<file path="src/ahb_master_pkg.sv">
// word-only write master; INCR of undefined length, BUSY, HSIZE and HWRITE are not supported
`default_nettype none

package ahb_master_pkg;

	localparam int ADDR_W = 32; // AHB address bus
	localparam int DATA_W = 32; // write data bus
	localparam int BEAT_W = 4;  // beat index, up to 16 beats

	typedef logic [ADDR_W-1:0] addr_t;
	typedef logic [DATA_W-1:0] data_t;
	typedef logic [BEAT_W-1:0] beat_cnt_t;
	typedef logic [BEAT_W:0]   beat_num_t; // beats in a burst, 1..16

	localparam addr_t WORD_BYTES = 32'd4; // address step per beat
	localparam data_t DATA_STEP  = 32'd4; // write data grows by this per beat

	// AHB HBURST codes, 001 (INCR) left out
	typedef enum logic [2:0] {
		HBURST_SINGLE = 3'b000,
		HBURST_WRAP4  = 3'b010,
		HBURST_INCR4  = 3'b011,
		HBURST_WRAP8  = 3'b100,
		HBURST_INCR8  = 3'b101,
		HBURST_WRAP16 = 3'b110,
		HBURST_INCR16 = 3'b111
	} hburst_t;

	typedef enum logic [1:0] {
		HTRANS_IDLE   = 2'b00,
		HTRANS_NONSEQ = 2'b10, // first beat of a burst
		HTRANS_SEQ    = 2'b11  // remaining beats
	} htrans_t;

	typedef enum logic [1:0] {
		ST_IDLE   = 2'b00,
		ST_NONSEQ = 2'b01,
		ST_SEQ    = 2'b10
	} fsm_state_t;

	// beat count of a burst type
	function automatic beat_num_t burst_beats(input hburst_t burst);
		beat_num_t beats;
		case (burst)
			HBURST_WRAP4, HBURST_INCR4:   beats = beat_num_t'(4);
			HBURST_WRAP8, HBURST_INCR8:   beats = beat_num_t'(8);
			HBURST_WRAP16, HBURST_INCR16: beats = beat_num_t'(16);
			default:                      beats = beat_num_t'(1); // single
		endcase
		return beats;
	endfunction

	function automatic logic burst_is_wrap(input hburst_t burst);
		return burst inside {HBURST_WRAP4, HBURST_WRAP8, HBURST_WRAP16};
	endfunction

endpackage

`default_nettype wire

</file>
<file path="src/burst_ctrl_if.sv">
// no clock inside; load and advance are one-cycle strobes, last is combinational from the counter
`default_nettype none

interface burst_ctrl_if import ahb_master_pkg::*; ();

	logic    load;    // command accepted this cycle
	logic    advance; // active address phase completes on this edge
	hburst_t burst;   // command burst type, only meaningful with load
	logic    last;    // current address phase is the final beat

	// owner of the strobes
	modport fsm (
		output load,
		output advance,
		output burst,
		input  last
	);

	modport counter (
		input  load,
		input  advance,
		input  burst,
		output last
	);

	modport addr (
		input load,
		input advance,
		input burst
	);

	// data side needs only the strobes
	modport wdata (
		input load,
		input advance
	);

endinterface

`default_nettype wire

</file>
<file path="src/burst_fsm.sv">
// one burst at a time; command fields must hold while cmd_valid is high and cmd_ready low
`default_nettype none

module burst_fsm import ahb_master_pkg::*; (
	input  logic      HCLK,
	input  logic      HRESET,
	input  logic      HREADY,
	input  logic      cmd_valid,
	output logic      cmd_ready,
	output htrans_t   HTRANS,
	input  hburst_t   cmd_burst,
	burst_ctrl_if.fsm ctrl
);

	fsm_state_t state;     // current transfer state
	fsm_state_t state_nxt;
	logic       accept;    // handshake this edge

	// idle and previous data phase done
	assign cmd_ready = (state == ST_IDLE) && HREADY;
	assign accept    = cmd_valid && cmd_ready;

	assign ctrl.load    = accept;    // same-edge pulse
	assign ctrl.burst   = cmd_burst; // sampled by others on load
	assign ctrl.advance = (state != ST_IDLE) && HREADY;

	always_comb begin
		state_nxt = state; // hold through wait states
		case (state)
			ST_IDLE: begin
				if (accept)
					state_nxt = ST_NONSEQ;
			end
			ST_NONSEQ, ST_SEQ: begin
				// last beat done means back to idle for at least a cycle
				if (ctrl.advance)
					state_nxt = ctrl.last ? ST_IDLE : ST_SEQ;
			end
			default: begin
				state_nxt = ST_IDLE;
			end
		endcase
	end

	always_ff @(posedge HCLK) begin
		if (!HRESET)
			state <= ST_IDLE;
		else
			state <= state_nxt;
	end

	// transfer type straight from state
	always_comb begin
		case (state)
			ST_NONSEQ: HTRANS = HTRANS_NONSEQ;
			ST_SEQ:    HTRANS = HTRANS_SEQ;
			default:   HTRANS = HTRANS_IDLE;
		endcase
	end

endmodule

`default_nettype wire

</file>
<file path="src/beat_counter.sv">
// burst length fixed at load; load and advance never fall on the same edge
`default_nettype none

module beat_counter import ahb_master_pkg::*; (
	input  logic          HCLK,
	input  logic          HRESET,
	burst_ctrl_if.counter ctrl
);

	hburst_t   burst_q;  // burst type of the running command
	beat_cnt_t count_q;  // beats whose address phase completed
	beat_cnt_t last_idx; // index of the final beat

	always_ff @(posedge HCLK) begin
		if (!HRESET) begin
			burst_q <= HBURST_SINGLE;
			count_q <= '0;
		end else if (ctrl.load) begin
			burst_q <= ctrl.burst;
			count_q <= '0; // fresh burst starts at beat 0
		end else if (ctrl.advance) begin
			count_q <= count_q + beat_cnt_t'(1);
		end
	end

	// 16 beats gives index 15, fits the 4-bit counter
	assign last_idx = beat_cnt_t'(burst_beats(burst_q) - beat_num_t'(1));

	assign ctrl.last = (count_q == last_idx); // combinational, follows count

endmodule

`default_nettype wire

</file>
<file path="src/addr_gen.sv">
// start address is forced word aligned; INCR bursts must not cross a 1 KB boundary
`default_nettype none

module addr_gen import ahb_master_pkg::*; (
	input  logic       HCLK,
	input  logic       HRESET,
	input  addr_t      cmd_addr,
	output addr_t      HADDR,
	output hburst_t    HBURST,
	burst_ctrl_if.addr ctrl
);

	addr_t   haddr_q;    // address of the current address phase
	hburst_t burst_q;    // latched burst type
	addr_t   start_addr; // cmd_addr with byte offset dropped
	addr_t   incr_addr;
	addr_t   wrap_mask;  // low bits that move inside the wrap block
	addr_t   next_addr;

	assign start_addr = cmd_addr & ~(WORD_BYTES - addr_t'(1));
	assign incr_addr  = haddr_q + WORD_BYTES;

	// block is beats * 4 bytes, so 16, 32 or 64
	assign wrap_mask = addr_t'(burst_beats(burst_q)) * WORD_BYTES - addr_t'(1);

	always_comb begin
		if (burst_is_wrap(burst_q))
			next_addr = (haddr_q & ~wrap_mask) | (incr_addr & wrap_mask); // upper bits kept
		else
			next_addr = incr_addr;
	end

	always_ff @(posedge HCLK) begin
		if (!HRESET) begin
			haddr_q <= '0;
			burst_q <= HBURST_SINGLE;
		end else if (ctrl.load) begin
			haddr_q <= start_addr;
			burst_q <= ctrl.burst;
		end else if (ctrl.advance) begin
			haddr_q <= next_addr; // held during waits
		end
	end

	assign HADDR  = haddr_q;
	assign HBURST = burst_q;

endmodule

`default_nettype wire

</file>
<file path="src/wdata_gen.sv">
// beat k carries the first word + 4*k; HWDATA only valid in a data phase
`default_nettype none

module wdata_gen import ahb_master_pkg::*; (
	input  logic        HCLK,
	input  logic        HRESET,
	input  data_t       cmd_data,
	output data_t       HWDATA,
	burst_ctrl_if.wdata ctrl
);

	data_t pending_q; // word for the beat now in its address phase

	always_ff @(posedge HCLK) begin
		if (ctrl.load)
			pending_q <= cmd_data;
		else if (ctrl.advance)
			pending_q <= pending_q + DATA_STEP;
	end

	// address phase done, its word goes out in the next cycle
	always_ff @(posedge HCLK) begin
		if (!HRESET)
			HWDATA <= '0;
		else if (ctrl.advance)
			HWDATA <= pending_q; // held while HREADY low
	end

endmodule

`default_nettype wire

</file>
<file path="src/ahb_burst_master.sv">
// write-only AHB master, always OKAY response assumed; single master, no arbitration
`default_nettype none

module ahb_burst_master import ahb_master_pkg::*; (
	input  logic    HCLK,
	input  logic    HRESET,    // sync, active low
	input  logic    HREADY,
	input  logic    cmd_valid,
	output logic    cmd_ready,
	input  addr_t   cmd_addr,
	input  hburst_t cmd_burst,
	input  data_t   cmd_data,
	output addr_t   HADDR,
	output htrans_t HTRANS,
	output hburst_t HBURST,
	output data_t   HWDATA
);

	burst_ctrl_if u_ctrl (); // load/advance/burst/last between blocks

	// transfer sequencing and command handshake
	burst_fsm u_fsm (
		.HCLK      (HCLK),
		.HRESET    (HRESET),
		.HREADY    (HREADY),
		.cmd_valid (cmd_valid),
		.cmd_ready (cmd_ready),
		.HTRANS    (HTRANS),
		.cmd_burst (cmd_burst),
		.ctrl      (u_ctrl.fsm)
	);

	beat_counter u_cnt (
		.HCLK   (HCLK),
		.HRESET (HRESET),
		.ctrl   (u_ctrl.counter)
	);

	// address phase side
	addr_gen u_addr (
		.HCLK     (HCLK),
		.HRESET   (HRESET),
		.cmd_addr (cmd_addr),
		.HADDR    (HADDR),
		.HBURST   (HBURST),
		.ctrl     (u_ctrl.addr)
	);

	// data phase side, one beat behind
	wdata_gen u_wdata (
		.HCLK     (HCLK),
		.HRESET   (HRESET),
		.cmd_data (cmd_data),
		.HWDATA   (HWDATA),
		.ctrl     (u_ctrl.wdata)
	);

endmodule

`default_nettype wire

</file>
<file path="config.mk">
export PLATFORM = sky130hd
export DESIGN_NAME = ahb_burst_master
export DESIGN_NICKNAME = d
export VERILOG_FILES = /design/src/ahb_master_pkg.sv /design/src/burst_ctrl_if.sv /design/src/burst_fsm.sv /design/src/beat_counter.sv /design/src/addr_gen.sv /design/src/wdata_gen.sv /design/src/ahb_burst_master.sv
export SDC_FILE = /design/constraint.sdc
export NUM_CORES = 1
export LEC_CHECK = 0
export ABC_AREA = 1
export BUFFER_PORTS_ARGS = -buffer_cell sky130_fd_sc_hd__buf_2
export CORE_MARGIN = 8
export CORE_UTILIZATION = 49
export DETAILED_ROUTE_END_ITERATION = 6
export HOLD_SLACK_MARGIN = 0.05
export PLACE_DENSITY = 0.71
export SETUP_SLACK_MARGIN = 0.1
export SLEW_MARGIN = 30
export SYNTH_ARGS = -nofsm -noshare
export SYNTH_HDL_FRONTEND = slang
export SYNTH_SLANG_ARGS = --single-unit
</file>
<file path="constraint.sdc">
create_clock -name HCLK -period 3.4 [get_ports HCLK]
set_clock_uncertainty 0.05 [all_clocks]
set_input_delay 0.34 -clock HCLK [delete_from_list [all_inputs] [get_ports HCLK]]
set_output_delay 0.34 -clock HCLK [all_outputs]
set_load 0.05 [all_outputs]
</file>
==> impl_metrics.tcl <==
set metrics [dict create \
    grt_usage_pct 20.6 \
    dpl_worst_slack_ns 0.882 \
    drtIter0Drc 495 \
    cts_tree "done" \
    tns_ns 0 \
    postPlaceCellArea_mm2 0.00664 \
    num_io_pins 141 \
    fin_crit_ns 2.49 \
    layout_setup_ws_ns 0.906 \
    rsz0062_at_grt "false" \
    rows 40 \
    layout-drive-gt1-share_pct 21.0 \
    cts_resized 0 \
    synth-main-ff-cell "dfxtp_1" \
    worstPathArrival_ns 2.67 \
    postRouteWirelength_um 16200 \
    hp-start "cmd_addr[6]" \
    worst_pin_slew_ns 0.654 \
    via_per_inst 5.20 \
    die-width_um 125 \
    antenna_found_initial 0 \
    relSlewSlack_pct 56.4 \
    place_hpwl_um 11900 \
    max-cap-violations 0 \
    max_stage_delay_ns 0.51 \
    cts_sinks 103 \
    critPathMostFrequentCell "inv_1" \
    synth-edff-count 32 \
    slew_violations 0 \
    drt-pass1-iter-count 6 \
    fp.dieH_um 125 \
    instances_no_fill 1100 \
    diodes 0 \
    place.gp.congestion 0.887 \
    synth_cells 829 \
    max_freq_mhz 401 \
    cts_max_level 3 \
    cts_root_buf "clkbuf_16" \
    worstPathRequired_ns 3.58 \
    crit_start "u_fsm.state[1]" \
    ys.warnings.count 0 \
    path_buf_inv 3 \
    seq_area_frac_synth_pct 40.6 \
    hp-class "in2reg" \
    critPathSlowestCell "nand2_2" \
    grt-ovfl-total 0 \
    endpoint_kind "flop" \
    final_nets 1025 \
    finalSetupViolations 0 \
    numPlacedInstances 1084 \
    wire_per_inst_um 14.7 \
    postCtsSetupRepairBufs 0 \
    crit_fanout 27 \
    worstSetupPathType "reg2reg" \
    hold_viol_final 0 \
    vias 5717 \
    initial_core_util_pct 49.5 \
    clock_latency_ns 0.36 \
    grt_first_pass_wirelength_um 27000 \
    ys_types 44 \
    stdcell_area_mm2 0.00694 \
    areaGrowthSynthToFinish_pct 18.3 \
    startpoint_type "flop" \
    async_reset_ff_share_pct 0 \
    fillers 1166 \
    core_mm2 0.0119 \
    grt_max_degree 49 \
    timing.rr.start "u_fsm.state[1]" \
    ctsHoldBuffers 0 \
    critPathTopFamily "simple AND/OR/NAND/NOR gates" \
    finalCritPeriodShare_pct 73.3 \
    cts_buffers 9 \
    postSynthAreaPerCell_um2 7.08 \
    p_leak_uw 0.00302 \
    run_status "finished clean" \
    path_clk_slew_ns 0.07 \
    syn-cell-area_mm2 0.00587 \
    route.detailed.drc 0 \
    peakVddDrop_mv 0.205 \
    ant_nets 0 \
    first_global_vias 5401 \
    ctsLongestPathBuffers 2 \
    total_power_uw 3090 \
    ys_ff_latch 103 \
    power.density_mw_per_mm2 445 \
    io_buffers 136 \
    die-area_mm2 0.0157 \
    path_cells "inv_1 > ha_1 > inv_1 > nand2_2 > nand2_2 > inv_1 > a22o_1 > a21oi_1 > nor2_1" \
]
-- power by group --
group          switching [uW]  leakage (uW)  internal (uW)  total, uW
Sequential               84.3      0.000882           1360       1450
Clock                     531      0.000150            525       1060
Combinational             423       0.00198            165        588
Total                    1040       0.00302           2050       3090
-- synth_stat cells (5+ instances only) --
cell type	count	area share [%]
nand2_1	203	13
nor2_1	103	6.6
inv_1	83	5.3
o21ai_0	73	6.2
dfxtp_1	71	24
nand3_1	54	4.6
a21oi_1	49	4.2
edfxtp_1	32	16
xor2_1	18	2.7
buf_2	15	1.3
clkbuf_1	15	0.96
o21ai_1	12	1.0
a31oi_1	10	1.1
nor2_2	10	1.1
nand2_2	9	0.96
nand4_1	9	0.96
nor3_1	8	0.68
ha_1	6	1.3
inv_2	5	0.32
nor2_4	5	0.96
-- logic make-up after synthesis --
| family | share of synthesized area (%) |
|---|---|
| xor gates and xnor gates | 3.28 |
| other | 0.0639 |
| buffers and inverters | 8.32 |
| DFF | 40.6 |
| AOI/OAI and AO/OA | 14.4 |
| adders and majority gates | 1.28 |
| and+or+nand+nor | 32.1 |
-- flip-flops by register name, summed over array words and instances (netlist names) --
signal             count
u_addr.HADDR          30
u_cnt.burst_q          3
u_cnt.count_q          4
u_fsm.state            2
u_wdata.HWDATA        32
u_wdata.pending_q     32
-- stage by stage --
stage	util (%)	hold slack, ns
after floorplan	-	0.412
after global placement	56.0	0.405
after detailed placement	56.0	0.415
after CTS	58.5	0.185
after global routing	58.5	0.205
final	58.5	0.189
-- worst register-to-register path, cell delays in order (launching register included) --
cell,delay (ns)
dfxtp_1,0.38
inv_1,0.06
ha_1,0.19
inv_1,0.08
nand2_2,0.30
nand2_2,0.51
inv_1,0.36
a22o_1,0.27
a21oi_1,0.12
nor2_1,0.05
-- cell type report --
| type | count | area, um2 | share of cell area (%) |
|---|---|---|---|
| Inverter | 89 | 334 | 4.81 |
| Clock inverter | 7 | 75.1 | 1.08 |
| Multi-Input combinational cell | 605 | 3000 | 43.3 |
| Timing Repair Buffer | 140 | 736 | 10.6 |
| Clock buffer | 9 | 225 | 3.24 |
| Sequential cell | 103 | 2380 | 34.3 |
| Tap cell | 147 | 184 | 2.65 |
-- per-layer routing --
metal  global-route usage [%]  vias up  routed length, um
met1                     28.8     2572               7580
met2                     30.7      196               7060
li1                         -     2933                  -
met3                     5.48       16               1360
met5                        0        -                  0
met4                     5.16        0                174
-- path summary, 6_finish.rpt --
kind	endpoint	depth (start not counted)	slack (ns)
setup / recovery	u_addr.HADDR[20]	9	0.91
hold / removal	u_addr.HADDR[6]	3	0.19
setup reg to reg	u_addr.HADDR[20]	9	0.91
hold reg to reg	u_wdata.HWDATA[6]	2	0.43
-- cell usage in the layout, fill, tap and decap left out, types with 2 or more instances in the layout --
| cell | count |
|---|---|
| buf_12 | 2 |
| nand2_2 | 10 |
| inv_1 | 82 |
| buf_2 | 136 |
| o21ai_1 | 12 |
| nand3_1 | 54 |
| nand3b_1 | 4 |
| nand2_4 | 2 |
| nor3_2 | 2 |
| inv_8 | 4 |
| a31oi_1 | 10 |
| nand2_1 | 202 |
| nand4_1 | 9 |
| a21oi_1 | 49 |
| xor2_1 | 18 |
| nor2_1 | 103 |
| nor2_4 | 5 |
| conb_1 | 2 |
| xnor2_1 | 4 |
| ha_1 | 6 |
| nand4_4 | 2 |
| o31ai_1 | 3 |
| edfxtp_1 | 32 |
| buf_4 | 2 |
| a22o_1 | 3 |
| dfxtp_1 | 71 |
| nor2_2 | 10 |
| clkbuf_16 | 9 |
| nor3_1 | 8 |
| inv_2 | 7 |
| o21ai_0 | 73 |
Power figures use the tool's default switching activity.
